File: config.mk
export PLATFORM = sky130hd
export DESIGN_NAME = laser_sys_core
export DESIGN_NICKNAME = d
export VERILOG_FILES = /design/src/logic/laser_pkg.sv /design/src/logic/sys_control.sv /design/src/logic/ram_eraser.sv /design/src/logic/mem_arbiter.sv /design/src/logic/audio_dac.sv /design/src/logic/laser_sys_core.sv
export VERILOG_INCLUDE_DIRS = /design/src /design/src/include
export SDC_FILE = /design/constraint.sdc
export NUM_CORES = 1
export LEC_CHECK = 0
export BUFFER_PORTS_ARGS = -buffer_cell sky130_fd_sc_hd__clkbuf_2
export CAP_MARGIN = 40
export CELL_PAD_IN_SITES_DETAIL_PLACEMENT = 0
export CELL_PAD_IN_SITES_GLOBAL_PLACEMENT = 1
export CORE_ASPECT_RATIO = 0.75
export CORE_MARGIN = 2
export CORE_UTILIZATION = 42
export CTS_BUF_LIST = sky130_fd_sc_hd__clkbuf_2
export DETAILED_ROUTE_END_ITERATION = 10
export PLACE_DENSITY_LB_ADDON = 0.1
export SLEW_MARGIN = 30
export SYNTH_ARGS = -nofsm -noshare
export SYNTH_HDL_FRONTEND = slang
export SYNTH_SLANG_ARGS = --single-unit
File: constraint.sdc
create_clock -name F14M -period 3.2 [get_ports F14M]
set_input_delay 0.48 -clock F14M [delete_from_list [all_inputs] [get_ports F14M]]
set_output_delay 0.48 -clock F14M [all_outputs]
set_load 0.02 [all_outputs]
File: src/include/laser_config.svh
// ================================================
// Laser 500 glue core configuration
// Register map, RAM geometry, erase range and
// pacing, DAC width
// ================================================
`ifndef LASER_CONFIG_SVH
`define LASER_CONFIG_SVH

`define LASER_RAM_AW            25      // RAM byte address bits
`define LASER_PAGE_BITS         14      // 16K pages

// Erase range, pages 3 to 7
`define LASER_ERASE_FIRST_PAGE  3
`define LASER_ERASE_END_PAGE    8       // One past the last page
`define LASER_ERASE_DIV         4       // F14M cycles per eraser write

`define LASER_DAC_BITS          16

// APB offsets
`define LASER_REG_CTRL          4'h0
`define LASER_REG_DL_ADDR       4'h4
`define LASER_REG_DL_DATA       4'h8
`define LASER_REG_STATUS        4'hC

`endif

File: src/logic/laser_pkg.sv
// ================================================
// Laser 500 glue core types
// Bus widths, memory request struct and FSM enums
// ================================================
`default_nettype none

`include "laser_config.svh"

package laser_pkg;

	typedef logic [`LASER_RAM_AW-1:0]   ram_addr_t;    // RAM byte address
	typedef logic [7:0]                 ram_data_t;
	typedef logic [3:0]                 apb_addr_t;    // APB offset
	typedef logic [31:0]                apb_data_t;
	typedef logic [`LASER_DAC_BITS-1:0] dac_sample_t;

	// One request on the shared RAM port
	typedef struct packed {
		ram_addr_t addr;
		ram_data_t data;
		logic      wr;     // Write strobe
		logic      rd;     // Read strobe
	} mem_req_t;

	// Boot and reset sequence
	typedef enum logic [1:0] {
		BOOT_IDLE,
		BOOT_LOADING,     // Host download running
		BOOT_ERASING,     // RAM pages being cleared
		BOOT_RUN
	} boot_state_t;

	// Owner of the RAM port, highest priority first
	typedef enum logic [1:0] {
		SRC_DOWNLOAD,
		SRC_ERASE,
		SRC_VIDEO
	} mem_src_t;

endpackage

`default_nettype wire

File: src/logic/sys_control.sv
// ================================================
// Host control block
// APB registers, download address counter and the
// boot / reset sequencer for CPU reset and blank
// ================================================
`timescale 1ns/100ps
`default_nettype none

`include "laser_config.svh"

module sys_control (
	input  wire                  F14M,
	input  wire                  rst,
	input  wire                  psel,
	input  wire                  penable,
	input  wire                  pwrite,
	input  laser_pkg::apb_addr_t paddr,
	input  laser_pkg::apb_data_t pwdata,
	output laser_pkg::apb_data_t prdata,
	output logic                 pready,
	output logic                 pslverr,
	input  wire                  erasing,      // Eraser busy
	input  wire                  reset_key,
	output laser_pkg::mem_req_t  dl_req,
	output logic                 erase_start,  // One-cycle trigger
	output logic                 cpu_reset,
	output logic                 blank,
	output logic                 alt_font
);
	import laser_pkg::*;

	boot_state_t state;
	ram_addr_t   dl_addr;        // Next download address
	logic        power_on;       // Hold CPU in reset
	logic        dl_active;
	logic        boot_done;      // Sticky
	logic        apb_wr;
	logic        reg_ok;
	logic        in_load;
	logic        in_erase;

	assign apb_wr   = psel & penable & pwrite;   // Access phase write
	assign in_load  = (state == BOOT_LOADING);
	assign in_erase = (state == BOOT_ERASING);

	// Only the four word offsets are mapped
	assign reg_ok  = (paddr == `LASER_REG_CTRL)    || (paddr == `LASER_REG_DL_ADDR) ||
	                 (paddr == `LASER_REG_DL_DATA) || (paddr == `LASER_REG_STATUS);
	assign pready  = 1'b1;                         // No wait states
	assign pslverr = psel & penable & ~reg_ok;

	always_comb begin
		case (paddr)
			`LASER_REG_CTRL:    prdata = {27'd0, boot_done, dl_active, 1'b0, alt_font, power_on};
			`LASER_REG_DL_ADDR: prdata = {{(32-`LASER_RAM_AW){1'b0}}, dl_addr};
			`LASER_REG_STATUS:  prdata = {29'd0, boot_done, in_load, erasing};
			default:            prdata = '0;      // DL_DATA is write only
		endcase
	end

	// Download write goes out in the access phase itself
	assign dl_req.addr = dl_addr;
	assign dl_req.data = pwdata[7:0];
	assign dl_req.wr   = apb_wr && (paddr == `LASER_REG_DL_DATA);
	assign dl_req.rd   = 1'b0;

	// Reset request bit, ignored while an erase runs
	assign erase_start = apb_wr && (paddr == `LASER_REG_CTRL) && pwdata[2] && !in_erase;

	always_ff @(posedge F14M) begin
		if (rst) begin
			power_on  <= 1'b0;
			alt_font  <= 1'b0;
			dl_active <= 1'b0;
			boot_done <= 1'b0;
			dl_addr   <= '0;
		end else if (apb_wr) begin
			if (paddr == `LASER_REG_CTRL) begin
				power_on  <= pwdata[0];
				alt_font  <= pwdata[1];
				dl_active <= pwdata[3];
				boot_done <= boot_done | pwdata[4];    // Never clears
			end
			if (paddr == `LASER_REG_DL_ADDR)
				dl_addr <= pwdata[`LASER_RAM_AW-1:0];
			if (paddr == `LASER_REG_DL_DATA)
				dl_addr <= dl_addr + 1'b1;             // Auto increment
		end
	end

	// Boot sequencer
	always_ff @(posedge F14M) begin
		if (rst) begin
			state <= BOOT_IDLE;
		end else if (erase_start) begin
			state <= BOOT_ERASING;
		end else begin
			case (state)
				BOOT_IDLE: begin
					if (dl_active)
						state <= BOOT_LOADING;
					else if (boot_done)
						state <= BOOT_RUN;
				end
				BOOT_LOADING: begin
					if (!dl_active)
						state <= boot_done ? BOOT_RUN : BOOT_IDLE;
				end
				BOOT_ERASING: begin
					if (!erasing)                      // Eraser finished
						state <= boot_done ? BOOT_RUN : BOOT_IDLE;
				end
				default: begin
					if (dl_active)
						state <= BOOT_LOADING;         // Reload from run
				end
			endcase
		end
	end

	assign cpu_reset = ~boot_done | in_load | in_erase | reset_key | power_on;
	assign blank     = ~boot_done | in_load | in_erase;

endmodule

`default_nettype wire

File: src/logic/ram_eraser.sv
// ================================================
// RAM eraser
// Writes zero bytes over pages 3 to 7, one write
// every few F14M cycles, pausing under hold
// ================================================
`timescale 1ns/100ps
`default_nettype none

`include "laser_config.svh"

module ram_eraser (
	input  wire                 F14M,
	input  wire                 rst,
	input  wire                 start,     // Erase trigger
	input  wire                 hold,      // Port taken by download
	output laser_pkg::mem_req_t er_req,
	output logic                er_busy
);
	import laser_pkg::*;

	localparam int        DIV_W      = $clog2(`LASER_ERASE_DIV);
	localparam ram_addr_t FIRST_ADDR = ram_addr_t'(`LASER_ERASE_FIRST_PAGE << `LASER_PAGE_BITS);
	localparam ram_addr_t LAST_ADDR  = ram_addr_t'((`LASER_ERASE_END_PAGE << `LASER_PAGE_BITS) - 1);

	ram_addr_t        er_addr;
	logic [DIV_W-1:0] div_cnt;    // Pacing divider
	logic             wr_now;

	// Last divider slot, held back while a download writes
	assign wr_now = er_busy && (div_cnt == DIV_W'(`LASER_ERASE_DIV - 1)) && !hold;

	always_ff @(posedge F14M) begin
		if (rst) begin
			er_busy <= 1'b0;
			div_cnt <= '0;
			er_addr <= FIRST_ADDR;
		end else if (start) begin
			er_busy <= 1'b1;
			div_cnt <= '0;
			er_addr <= FIRST_ADDR;
		end else if (er_busy) begin
			if (wr_now) begin
				div_cnt <= '0;
				er_addr <= er_addr + 1'b1;
				if (er_addr == LAST_ADDR)
					er_busy <= 1'b0;                     // Drops after last write
			end else if (div_cnt != DIV_W'(`LASER_ERASE_DIV - 1)) begin
				div_cnt <= div_cnt + 1'b1;               // Waits at top under hold
			end
		end
	end

	assign er_req.addr = er_addr;
	assign er_req.data = '0;
	assign er_req.wr   = wr_now;
	assign er_req.rd   = 1'b0;

endmodule

`default_nettype wire

File: src/logic/mem_arbiter.sv
// ================================================
// RAM port arbiter
// Fixed priority download > eraser > video, with
// the chosen request registered for one cycle
// ================================================
`timescale 1ns/100ps
`default_nettype none

module mem_arbiter (
	input  wire                 F14M,
	input  wire                 rst,
	input  laser_pkg::mem_req_t dl_req,
	input  laser_pkg::mem_req_t er_req,
	input  laser_pkg::mem_req_t vid_req,
	output laser_pkg::mem_req_t mem_out,
	output logic                vid_stall   // Video lost the port
);
	import laser_pkg::*;

	mem_src_t src;
	mem_req_t sel_req;

	always_comb begin
		if (dl_req.wr)
			src = SRC_DOWNLOAD;      // Download always wins
		else if (er_req.wr)
			src = SRC_ERASE;
		else
			src = SRC_VIDEO;
	end

	always_comb begin
		case (src)
			SRC_DOWNLOAD: sel_req = dl_req;
			SRC_ERASE:    sel_req = er_req;
			default:      sel_req = vid_req;
		endcase
	end

	always_ff @(posedge F14M) begin
		if (rst) begin
			mem_out   <= '0;
			vid_stall <= 1'b0;
		end else begin
			mem_out   <= sel_req;      // One cycle latency
			vid_stall <= (vid_req.rd | vid_req.wr) && (src != SRC_VIDEO);
		end
	end

endmodule

`default_nettype wire

File: src/logic/audio_dac.sv
// ================================================
// Audio path
// Cassette latch, one-bit mix of buzzer and tape,
// first-order sigma-delta DAC on both pins
// ================================================
`timescale 1ns/100ps
`default_nettype none

`include "laser_config.svh"

module audio_dac (
	input  wire  F14M,
	input  wire  rst,
	input  wire  uart_rx,     // Tape input, inverted
	input  wire  buzzer,      // Keyboard speaker
	input  wire  cas_out,     // Tape save line
	output logic audio_l,
	output logic audio_r
);
	import laser_pkg::*;

	logic                     cas_in_q;
	logic                     mix;
	dac_sample_t              sample;
	logic [`LASER_DAC_BITS:0] acc;    // Carry is the audio bit

	assign mix    = buzzer ^ cas_in_q ^ ~cas_out;
	assign sample = {mix, {(`LASER_DAC_BITS-1){1'b0}}};   // Mix bit on MSB

	always_ff @(posedge F14M) begin
		if (rst) begin
			cas_in_q <= 1'b0;
			acc      <= '0;
			audio_l  <= 1'b0;
			audio_r  <= 1'b0;
		end else begin
			cas_in_q <= ~uart_rx;
			// Keep the residue, add the new sample
			acc      <= {1'b0, acc[`LASER_DAC_BITS-1:0]} + {1'b0, sample};
			audio_l  <= acc[`LASER_DAC_BITS];
			audio_r  <= acc[`LASER_DAC_BITS];   // Same signal both sides
		end
	end

endmodule

`default_nettype wire

File: src/logic/laser_sys_core.sv
// ================================================
// Laser 500 system core
// Host control, RAM eraser, memory arbiter and
// audio DAC on the F14M clock
// ================================================
`timescale 1ns/100ps
`default_nettype none

module laser_sys_core (
	input  wire                  F14M,
	input  wire                  rst,
	// APB slave
	input  wire                  psel,
	input  wire                  penable,
	input  wire                  pwrite,
	input  laser_pkg::apb_addr_t paddr,
	input  laser_pkg::apb_data_t pwdata,
	output laser_pkg::apb_data_t prdata,
	output logic                 pready,
	output logic                 pslverr,
	// Board side
	input  wire                  reset_key,   // From keyboard
	input  wire                  uart_rx,     // Cassette in
	input  wire                  buzzer,
	input  wire                  cas_out,
	input  laser_pkg::mem_req_t  vid_req,     // From video chip
	output logic                 cpu_reset,
	output logic                 blank,
	output logic                 alt_font,
	output logic                 audio_l,
	output logic                 audio_r,
	output laser_pkg::mem_req_t  mem_out,     // Shared RAM port
	output logic                 vid_stall
);
	import laser_pkg::*;

	mem_req_t dl_req;      // Host download write
	mem_req_t er_req;      // Eraser write
	logic     er_busy;
	logic     erase_start;

	sys_control u_ctrl (
		.F14M(F14M), .rst(rst),
		.psel(psel), .penable(penable), .pwrite(pwrite),
		.paddr(paddr), .pwdata(pwdata),
		.prdata(prdata), .pready(pready), .pslverr(pslverr),
		.erasing(er_busy), .reset_key(reset_key),
		.dl_req(dl_req), .erase_start(erase_start),
		.cpu_reset(cpu_reset), .blank(blank), .alt_font(alt_font)
	);

	// Eraser waits while a download write owns the port
	ram_eraser u_eraser (
		.F14M(F14M), .rst(rst),
		.start(erase_start), .hold(dl_req.wr),
		.er_req(er_req), .er_busy(er_busy)
	);

	mem_arbiter u_arb (
		.F14M(F14M), .rst(rst),
		.dl_req(dl_req), .er_req(er_req), .vid_req(vid_req),
		.mem_out(mem_out), .vid_stall(vid_stall)
	);

	audio_dac u_audio (
		.F14M(F14M), .rst(rst),
		.uart_rx(uart_rx), .buzzer(buzzer), .cas_out(cas_out),
		.audio_l(audio_l), .audio_r(audio_r)
	);

endmodule

`default_nettype wire

* After elaboration in Yosys (flattened, before gate mapping)
Cells that the tools add are included.
** Operators by class
- Eq/ne operators :: 16
- Reduce and logical (&&, ||, !) cells :: 26
- Bitwise gates (word level) :: 15
- Muxes and demuxes :: 20
- Add/subtract/negate cells :: 4
** Operators with widths (count)
- 25-bit one-hot mux with 3 select lines :: 1
- 35-bit one-hot mux with 2 select lines :: 1
- 25-bit by 1-bit adder with 25-bit output, second input constant :: 2
- 25-bit two-way mux :: 2
- 25-bit by 17-bit == test with 1-bit output, second input constant :: 1
- 2-bit two-way mux :: 11
- 16-bit by 16-bit adder with 17-bit output :: 1
- 4-bit == test, second input constant :: 2
- 2-bit inequality test, second input constant :: 4
- 2-bit AND reduction :: 4
- 4-bit AND reduction :: 2
- 1-bit logical AND :: 7
- 3-bit inequality test, second input constant :: 2
- 1-bit OR :: 6
- 2-bit one-hot mux with 3 select lines :: 1
- 5-bit nonzero test :: 1
- 2-bit by 1-bit == test with 1-bit output, second input constant :: 2
- 2-bit == test, second input constant :: 2
- 4-bit by 3-bit == test with 1-bit output, second input constant :: 1
- 2-bit zero test :: 2
- 4-bit zero test :: 1
- 1-bit two-way mux :: 4
- 4-bit by 2-bit inequality test with 1-bit output, second input constant :: 1
- 1-bit NOT :: 4
- other kinds (9) :: 16
** Storage, ports and cells
- Bits in registers :: 114

* Depth between registers and ports, before layout
Gate-level depths: netlist of the first run.
- Depth in word-level cells :: 9
- Gate-level depth with buffers :: 7
- Depth with buffers taken out :: 6

* Hierarchy
A second synthesis of the first run with hierarchy kept.
** Unflattened totals
- Cell total of the unflattened synthesis :: 694
- Area, all modules :: 5799.3 µm²
** By module, submodules not included
- sys_control :: instances 1, sequential area each 620.6 µm², area an instance 2536.2 µm², cells each 354
- mem_arbiter :: instances 1, sequential area each 720.7 µm², area an instance 1689.1 µm², cells each 158
- ram_eraser :: instances 1, sequential area each 560.5 µm², area an instance 1428.9 µm², cells each 171
- audio_dac :: instances 1, sequential area each 80.1 µm², area an instance 145.1 µm², cells each 11

* Worst setup path after synthesis of the first run
OpenSTA, ideal clock, no wires.
- Path type :: input -> output
- From :: input port paddr[3]
- To :: output port prdata[13]
- Setup slack :: 1.052 ns
- Path buffers :: 2
- Stages on the path :: 4
- Arrival time :: 1.668 ns
- Data required time :: 2.720 ns
- Cells stage by stage :: nor4b_1 > clkbuf_1 > clkbuf_1 > and2_1
** Between the ends
- Word-level cells in the longest chain between the ends :: 2
- Elaborated cells on any way between the ends :: 4
** RTL lines
- start: declaration :: RTL line laser_sys_core.sv:16 : input laser_pkg::apb_addr_t paddr,
- 4-bit == test, or another cell as far along :: RTL line sys_control.sv:53 : case (paddr)
- 25-bit one-hot mux with 3 select lines (*) :: RTL line sys_control.sv:53
- end: declaration :: RTL line laser_sys_core.sv:18 : output laser_pkg::apb_data_t prdata,
Every way passes the cells marked *; elsewhere a longest branch is shown, timed or not.

* Final worst setup path of the first run
- From :: register u_ctrl.state[1]
- To :: output port cpu_reset
** Between the ends
- Word-level cells in the longest chain between the ends :: 5
- Elaborated cells on any way between the ends :: 6
** RTL lines
- start: declaration :: RTL line sys_control.sv:32 : boot_state_t state;
- start signal: assignment :: RTL line sys_control.sv:107 : state <= boot_done ? BOOT_RUN : BOOT_IDLE;
- start signal: assignment :: RTL line sys_control.sv:111 : state <= boot_done ? BOOT_RUN : BOOT_IDLE;
- 2-bit by 1-bit == test with 1-bit output :: RTL line sys_control.sv:43 : assign in_load = (state == BOOT_LOADING);
- 1-bit OR :: RTL line sys_control.sv:121 : assign cpu_reset = ~boot_done | in_load | in_erase | reset_key | power_on;
- 1-bit OR (*) (3 in series) :: RTL line sys_control.sv:121
- end: declaration :: RTL line laser_sys_core.sv:27 : output logic cpu_reset,
Marked as above.

==> results of run 1 <==
-- power by group through the flow --
stage	clock network, mW	logic [mW]	registers (mW)
after floorplan	0	0.195	1.35
after global placement	0	0.338	1.32
after detailed placement	0	0.349	1.32
after CTS	0.626	0.351	1.30
after global routing	0.681	0.390	1.31
final	0.618	0.351	1.30
-- flip-flops by register name (all words and copies together) (netlist names), 2 cells and up --
| signal | flops |
|---|---|
| u_ctrl.dl_addr | 25 |
| u_audio.acc | 2 |
| u_arb.mem_out | 35 |
| u_ctrl.state | 2 |
| u_eraser.er_addr | 25 |
| u_eraser.div_cnt | 2 |
-- path summary, 6_finish.rpt --
kind | startpoint | slack (ns) | endpoint | cells past startpoint
worst max-delay path | u_ctrl.state[1]$_SDFFE_PP0P_ | 0.69 | cpu_reset | 6
worst min-delay path | vid_req[7] | 0.09 | u_arb.mem_out[7]$_SDFF_PP0_ | 3
worst max register to register | u_ctrl.dl_addr[0]$_SDFFE_PP0P_ | 0.97 | u_ctrl.dl_addr[14]$_SDFFE_PP0P_ | 5
worst min register to register | u_audio.acc[16]$_SDFF_PP0_ | 0.47 | u_audio.audio_l$_SDFF_PP0_ | 1
-- worst reg2reg max path: cells and delay by family (launching register included) --
| family | cells | cell delay, ns |
|---|---|---|
| AOI/OAI and AO/OA | 1 | 0.16 |
| adders and majority gates | 1 | 0.29 |
| DFF | 1 | 0.50 |
| and+or+nand+nor | 3 | 1.26 |
-- kinds of logic after synthesis --
| kind of cell | after synthesis |
|---|---|
| compound gates | 170 |
| xor+xnor | 9 |
| fa+ha+maj | 8 |
| buf+inv | 76 |
| flops | 99 |
| mux | 7 |
| other cells | 2 |
| simple gates | 319 |
-- per-layer routing --
metal  track usage (%)  routed length, µm
met1              35.5               8340
met2              39.5               7560
met3              5.51               1260
met4              5.77                204
met5                 0                  0
-- cell usage in the layout, fill, tap and decap left out, drive strengths merged, types with 7 or more instances in the layout --
master	count
nor3	17
and3	7
and2	24
a311oi	28
nand3	42
nand2	93
or3	9
conb	8
a22oi	8
buf	18
clkbuf	150
inv	10
o31ai	17
dfxtp	99
a21oi	40
nand4	14
nor2	54
nor4	8
or4	21
a211oi	12
o21ai	23
ha	8
-- what timing repair did --
item / 4_1_cts / 5_1_grt
hold buffers: 1 / 0
hold endpoints to repair: 1 / 0
setup buffers: 0 / 0
endpoints found under the setup margin: 0 / 0
-- final cells by class --
class	count	area (µm²)	area share, %
tap	166	208	3.29
timing repair buffer	158	853	13.5
inverter	10	37.5	0.595
multi-input combinational	521	3120	49.5
sequential	99	1980	31.4
clock inverter	5	53.8	0.852
clock buffer	11	55.1	0.872
-- through the flow --
step,setup WS (ns),utilization (%),instance area [µm²],hold WS (ns)
2_1_floorplan,1.05,-,5430,0.414
6_report,0.694,50.8,6310,0.0863
4_1_cts,0.667,50.8,6310,0.0717
5_1_grt,0.491,50.8,6310,0.0295
3_5_place_dp,0.585,49.8,6190,0.436
3_3_place_gp,0.519,49.8,6190,0.429
==> results_tabular.tex, run 1 <==
\begin{tabular}{lr}
\hline
Metric & Value \\
\hline
\multicolumn{2}{l}{\textbf{Floorplanning}} \\
\quad Die outline area & 0.0138 mm² \\
\quad I/O pins & 155 \\
\quad Die outline height & 102 µm \\
\quad Std-Cell Core Area & 0.0124 mm² \\
\quad Die span in x & 135 µm \\
\quad Number of cell rows & 35 \\
\quad Effective utilization at floorplan & 43.5\% \\
\multicolumn{2}{l}{\textbf{Route}} \\
\quad Final Routed Wirelength & 17400 µm \\
\quad Number of search-and-repair iterations in the first detailed-routing pass & 4 \\
\quad Post-route ant nets & 0 \\
\quad DR iter-0 viols & 438 \\
\quad Average detailed-routed wire length per instance & 17.9 µm \\
\quad Average via count per standard cell & 5.83 \\
\quad Via count of the routed design & 5659 \\
\quad Post-route DRC & 0 \\
\multicolumn{2}{l}{\textbf{Finish}} \\
\quad ANT cells & 0 \\
\quad Final cell count without fillers & 970 \\
\quad Fraction of final layout cells with drive strength greater than 1 & 23.1\% \\
\quad Final layout net count & 887 \\
\quad Area growth from synthesis to layout & 16.7\% \\
\quad Layout fillers & 1218 \\
\multicolumn{2}{l}{\textbf{STA}} \\
\quad Endpoints failing setup & 0 \\
\quad Summed negative setup slack over all endpoints & 0 ns \\
\quad Fraction of the cycle the final worst path needs & 78.3\% \\
\quad Achievable frequency & 0.399 GHz \\
\quad Final max-slew violation count & 0 \\
\quad Setup repair after global routing missed its margin & no \\
\quad Number of hold-slack violations in the final timing report & 0 \\
\quad Worst slew margin relative to its limit & 46.7\% \\
\quad Slew at the pin closest to its max-slew limit & 0.800 ns \\
\quad Minimum clock period after layout & 2.51 ns \\
\quad Setup Skew & 0.0279 ns \\
\multicolumn{2}{l}{\textbf{Placement}} \\
\quad Dpl hpwl & 12500 µm \\
\quad Number of port buffers & 139 \\
\quad \# placed instances & 953 \\
\quad Last weighted congestion value of the routability-driven placer & 0.821 \\
\multicolumn{2}{l}{\textbf{Synth}} \\
\quad Cell types occupying the most area after synthesis & sky130\_fd\_sc\_hd\_\_dfxtp\_1 (37\%), sky130\_fd\_sc\_hd\_\_nand2\_1 (6.5\%), sky130\_fd\_sc\_hd\_\_a311oi\_1 (4.5\%), sky130\_fd\_sc\_hd\_\_nand3\_1 (3.9\%), sky130\_fd\_sc\_hd\_\_nor2\_1 (3.7\%) \\
\quad Warnings from Yosys & 0 \\
\quad Share of synthesized cell area in full adder, half adder and majority cells & 1.85\% \\
\quad Combinational family with the most area after synthesis & simple AND/OR/NAND/NOR gates \\
\quad Synth async-reset ratio & 0\% \\
\quad Share of cell area taken by muxes after synthesis & 1.34\% \\
\quad Synthesized area divided by synthesized cell count & 7.84 µm² \\
\quad Count of flip-flops with a built-in enable after synthesis & 0 \\
\quad Post-synthesis instance area & 0.00541 mm² \\
\quad Fraction of synthesized cell area taken by the top area cell type & 36.6\% \\
\quad Dominant synthesized flop cell & sky130\_fd\_sc\_hd\_\_dfxtp\_1 \\
\quad Leading cell types by count after synthesis & sky130\_fd\_sc\_hd\_\_dfxtp\_1 (99), sky130\_fd\_sc\_hd\_\_nand2\_1 (93), sky130\_fd\_sc\_hd\_\_nor2\_1 (53) \\
\quad Most frequently used cell type in the post-synthesis netlist & sky130\_fd\_sc\_hd\_\_dfxtp\_1 \\
\quad Post-synthesis cell type count & 66 \\
\quad Share of the synthesized area in compound gates (AO/OA/AOI/OAI) & 22.0\% \\
\quad Sequential fraction of the synthesis area & 36.6\% \\
\quad Fraction of the mapped netlist area in simple logic gates & 30.3\% \\
\quad Cells after synthesis & 690 \\
\quad Dominant cell type by area after synthesis & sky130\_fd\_sc\_hd\_\_dfxtp\_1 \\
\quad Number of synthesized register bits & 99 \\
\quad Share of the synthesized netlist area taken by xor and xnor gates & 1.46\% \\
\multicolumn{2}{l}{\textbf{CTS}} \\
\quad Number of buffers inserted during clock tree synthesis & 9 \\
\quad Maximum level of the CTS H-tree & 3 \\
\quad CTS clock-pin slew for the worst setup and hold paths & 0.26 ns \\
\quad CTS tree & done \\
\quad Clock Root Buffer & sky130\_fd\_sc\_hd\_\_clkbuf\_2 \\
\quad \# clock sinks & 99 \\
\quad Post-cts repair resize count & 0 \\
\quad Max clock buf depth & 2 \\
\quad Clk Latency, worst-skew pair & 0.59 ns \\
\multicolumn{2}{l}{\textbf{Power and ir drop}} \\
\quad Leakage power total & 2.46 nW \\
\quad Worst-case vdd ir drop & 239 µV \\
\quad Cell internal power dissipation & 1.60 mW \\
\quad Areal power density over the cells & 360 mW/mm² \\
\quad Relative contribution of sequential cells to total power & 57.3\% \\
\quad Share of power burned in the clock network & 27.2\% \\
\quad Switching share of total power & 29.3\% \\
\quad Overall power of the completed layout & 2.27 mW \\
\quad Part of the total power dissipated in combinational logic & 15.5\% \\
\quad Net switching power figure & 0.666 mW \\
\multicolumn{2}{l}{\textbf{GRT}} \\
\quad Global-route wire length before repair & 27400 µm \\
\quad Aggregate global-route resource usage & 25.1\% \\
\quad Antenna violations before repair & 0 \\
\quad Largest net degree at the start of global routing & 47 \\
\quad Via count of the first global-routing pass & 5237 \\
\quad Overflow left after global routing & 0 \\
\multicolumn{2}{l}{\textbf{Outcome}} \\
\quad Result of the run & finished, final reports clean \\
\multicolumn{2}{l}{\textbf{Critical path}} \\
\quad Critical-path maximum fanout & 4 \\
\quad Critical-path cell with the highest stage delay & sky130\_fd\_sc\_hd\_\_dfxtp\_1 \\
\quad Endpoint kind of the worst setup timing path & primary output \\
\quad Number of buffer and inverter stages on the critical path & 2 \\
\quad Ordered cell list for the critical path & inv\_1 -> ha\_1 -> nor2\_1 -> nand2\_1 -> or3\_1 -> clkbuf\_2 \\
\quad Kind of start point of the critical path & register \\
\quad Largest delay share family, worst path & simple AND/OR/NAND/NOR gates \\
\quad Required time at the endpoint of the critical path & 2.72 ns \\
\quad Class of the most critical setup path & register to primary output \\
\quad CP Data Arrival Time & 2.03 ns \\
\quad Delay of the slowest critical-path stage & 0.45 ns \\
\multicolumn{2}{l}{\textbf{Flow run}} \\
\quad Maximum capacitance violations & 0 \\
\multicolumn{2}{l}{\textbf{Min path}} \\
\quad Type of the most critical hold path & input port to register \\
\hline
\end{tabular}
No activity file was read; power rests on OpenSTA's default activity.
==> run 2: changes to the inputs <==
CORE_UTILIZATION = 39   (was 42)
clock period = 2.5 ns   (was 3.2 ns; I/O delays follow)
==> run 2 against run 1 <==
  * The flow now finishes with violations (design-rule violations)
  * Clock power increased by 15%
  * Global-route usage increased by 0.12 points
  * Non-clock buffer count increased by 67
  * Count of clock-buffer cells in the layout decreased by 1
  * Wire length increased by 7.8%
  * Combinational power increased by 53%
  * Largest power group unchanged
==> results_tabular.tex, run 2 (synthesis results as in run 1) <==
\begin{tabular}{lr}
\hline
Metric & Value \\
\hline
\multicolumn{2}{l}{\textbf{GRT}} \\
\quad Aggregate global-route resource usage & 25.3\% (+0.12 points) \\
\quad Via count of the first global-routing pass & 5664 (+8.2\%) \\
\quad Largest net degree at the start of global routing & 39 (-17\%) \\
\quad Global-route wire length before repair & 30000 µm (+9.4\%) \\
\quad Overflow left after global routing & 0 (unchanged) \\
\quad Antenna violations before repair & 0 (unchanged) \\
\multicolumn{2}{l}{\textbf{Route}} \\
\quad DR iter-0 viols & 363 (-17\%) \\
\quad Average detailed-routed wire length per instance & 17.9 µm (about the same) \\
\quad Via count of the routed design & 6010 (+6.2\%) \\
\quad Routed length on met2 & 8290 µm (+9.7\%) \\
\quad Post-route DRC & 11 (+11) \\
\quad Final Routed Wirelength & 18700 µm (+7.8\%) \\
\quad Sum of routed wire segments on met1 & 8850 µm (+6.2\%) \\
\quad Uppermost signal routing layer after detailed routing & met4 \\
\quad Post-route ant nets & 0 (unchanged) \\
\quad WL met3 & 1240 µm (-1.7\%) \\
\quad Number of search-and-repair iterations in the first detailed-routing pass & 11 (+7) \\
\quad Average via count per standard cell & 5.75 (-1.5\%) \\
\multicolumn{2}{l}{\textbf{Floorplanning}} \\
\quad Die outline area & 0.0148 mm² (+7.4\%) \\
\quad Die span in x & 140 µm (+3.7\%) \\
\quad Effective utilization at floorplan & 39.6\% (-3.9 points) \\
\quad Std-Cell Core Area & 0.0137 mm² (+9.8\%) \\
\quad Number of cell rows & 37 (+5.7\%) \\
\quad I/O pins & 155 (unchanged) \\
\quad Die outline height & 106 µm (+3.6\%) \\
\multicolumn{2}{l}{\textbf{Min path}} \\
\quad Type of the most critical hold path & input port to register \\
\quad Depth of the worst hold-timing path & 3 (unchanged) \\
\multicolumn{2}{l}{\textbf{Critical path}} \\
\quad Number of buffer and inverter stages on the critical path & 2 (unchanged) \\
\quad CP Data Arrival Time & 1.98 ns (-0.05 ns) \\
\quad Largest delay share family, worst path & simple AND/OR/NAND/NOR gates \\
\quad Ordered cell list for the critical path & inv\_1 -> ha\_2 -> nor2\_1 -> nand2\_1 -> or3\_1 -> clkbuf\_2 \\
\quad Critical-path cell with the highest stage delay & sky130\_fd\_sc\_hd\_\_dfxtp\_2 \\
\quad Class of the most critical setup path & register to primary output \\
\quad Endpoint kind of the worst setup timing path & primary output \\
\quad Required time at the endpoint of the critical path & 2.12 ns (-0.60 ns) \\
\quad Critical-path maximum fanout & 4 (unchanged) \\
\quad Kind of start point of the critical path & register \\
\quad Depth of the most critical reg-to-reg path & 6 (+1) \\
\quad Stages on worst setup path & 6 (unchanged) \\
\quad Delay of the slowest critical-path stage & 0.42 ns (-0.03 ns) \\
\multicolumn{2}{l}{\textbf{Placement}} \\
\quad Number of port buffers & 139 (unchanged) \\
\quad Dpl hpwl & 13300 µm (+6.7\%) \\
\quad Last weighted congestion value of the routability-driven placer & 0.839 (+2.2\%) \\
\multicolumn{2}{l}{\textbf{Finish}} \\
\quad Layout fillers & 1330 (+9.2\%) \\
\quad Largest registers & u\_arb.mem\_out: 35 flops, u\_ctrl.dl\_addr: 25 flops, u\_eraser.er\_addr: 25 flops \\
\quad Most common cell after layout, fill and taps aside & sky130\_fd\_sc\_hd\_\_clkbuf\_2 \\
\quad ANT cells & 0 (unchanged) \\
\quad Footprint of the flip-flops and latches & 0.00198 mm² (+0.13\%) \\
\quad Multi-input gate area & 0.00313 mm² (+0.16\%) \\
\quad Most frequent cells in the layout & sky130\_fd\_sc\_hd\_\_clkbuf\_2 (149), sky130\_fd\_sc\_hd\_\_dfxtp\_1 (97), sky130\_fd\_sc\_hd\_\_nand2\_1 (92), sky130\_fd\_sc\_hd\_\_nor2\_1 (53), sky130\_fd\_sc\_hd\_\_dlygate4sd3\_1 (50) \\
\quad Biggest register & u\_arb.mem\_out \\
\quad Final layout net count & 954 (+7.6\%) \\
\quad Area growth from synthesis to layout & 28.6\% \\
\quad Fraction of final layout cells with drive strength greater than 1 & 24.1\% (+0.98 points) \\
\quad Max reg flops & 35 (unchanged) \\
\multicolumn{2}{l}{\textbf{CTS}} \\
\quad Clk Latency, worst-skew pair & 0.64 ns (+0.05 ns) \\
\quad CTS clock-pin slew for the worst setup and hold paths & 0.30 ns (+0.04 ns) \\
\quad CTS tree & done \\
\quad \# clock sinks & 99 (unchanged) \\
\quad Number of buffers inserted during clock tree synthesis & 9 (unchanged) \\
\quad Max clock buf depth & 2 (unchanged) \\
\quad Maximum level of the CTS H-tree & 3 (unchanged) \\
\quad Clock Root Buffer & sky130\_fd\_sc\_hd\_\_clkbuf\_2 \\
\multicolumn{2}{l}{\textbf{STA}} \\
\quad Achievable frequency & 0.425 GHz \\
\quad Worst Hold Slack & 0.0138 ns (-0.0724 ns) \\
\quad Summed negative setup slack over all endpoints & 0 ns (unchanged) \\
\quad Minimum clock period after layout & 2.35 ns \\
\quad Number of hold-slack violations in the final timing report & 0 (unchanged) \\
\quad Worst slew margin relative to its limit & 45.2\% (-1.5 points) \\
\quad Setup Skew & 0.0350 ns (+0.00708 ns) \\
\quad Final max-slew violation count & 0 (unchanged) \\
\quad Slew at the pin closest to its max-slew limit & 0.822 ns (+0.0219 ns) \\
\quad Setup repair after global routing missed its margin & no \\
\quad Fraction of the cycle the final worst path needs & 94.1\% \\
\quad Endpoints failing setup & 0 (unchanged) \\
\multicolumn{2}{l}{\textbf{Power and ir drop}} \\
\quad Worst-case vdd ir drop & 272 µV (+14\%) \\
\quad Leakage power total & 2.77 nW (+13\%) \\
\quad Areal power density over the cells & 420 mW/mm² (+17\%) \\
\multicolumn{2}{l}{\textbf{Outcome}} \\
\quad Failing checks & design-rule violations \\
\quad Result of the run & finished, violations left \\
\multicolumn{2}{l}{\textbf{Flow run}} \\
\quad Maximum capacitance violations & 0 (unchanged) \\
\hline
\end{tabular}
-- run 2: layer usage --
layer | track usage, % | up-vias
met5 | 0 | -
met4 | 7.94 | 0
met3 | 5.41 | 22
met2 | 39.1 | 238
met1 | 35.3 | 2857
li1 | - | 2893
-- run 2: power by group --
| part | switching [mW] | total, mW | internal [mW] |
|---|---|---|---|
| clock network | 0.587 | 0.713 | 0.126 |
| registers | 0.0277 | 1.67 | 1.64 |
| logic | 0.288 | 0.538 | 0.250 |
| total | 0.902 | 2.92 | 2.02 |
-- run 2: metrics by stage --
step	cells	utilization, %	worst slack, ns	power [mW]	cell area, µm²
after floorplan	696	-	0.562	1.98	5430
after detailed placement	979	46.6	0.231	2.15	6360
after global placement	979	46.5	0.0878	2.13	6350
after CTS	1045	50.8	0.00466	2.92	6940
final	1046	50.9	0.147	2.92	6960
after global routing	1046	50.9	0.00534	3.06	6960
-- run 2: worst register-to-register path, stage by stage (launching register included) --
cell,delay (ns)
sky130_fd_sc_hd__dfxtp_1,0.43
sky130_fd_sc_hd__ha_1,0.32
sky130_fd_sc_hd__nand2_1,0.31
sky130_fd_sc_hd__buf_4,0.29
sky130_fd_sc_hd__nand3_1,0.08
sky130_fd_sc_hd__a21oi_1,0.06
sky130_fd_sc_hd__dlygate4sd3_1,0.59
-- run 2: area by class of cell --
class                   count  area share, %
well taps                 175           3.15
clock buffers              10          0.719
inverters                  10          0.540
multi-input cells         521           45.0
clock inverters             6          0.468
flip-flops and latches     99           28.5
repair buffers            225           21.6
-- run 2: path summary, 6_finish.rpt --
kind,start,to,slack (ns)
worst min register to register,u_audio.acc[16]$_SDFF_PP0_,u_audio.audio_l$_SDFF_PP0_,0.47
worst min-delay path,pwdata[10],u_ctrl.dl_addr[10]$_SDFFE_PP0P_,0.01
worst max register to register,u_eraser.div_cnt[0]$_SDFFE_PP0P_,u_arb.mem_out[8]$_SDFF_PP0_,0.34
worst max-delay path,u_ctrl.state[1]$_SDFFE_PP0P_,cpu_reset,0.15
-- run 2: timing repair --
action                     CTS  global route
hold endpoints to repair    45             0
hold buffers                50             0
resized for setup            0             4
buffers inserted             0             1
setup endpoints to repair    0             2
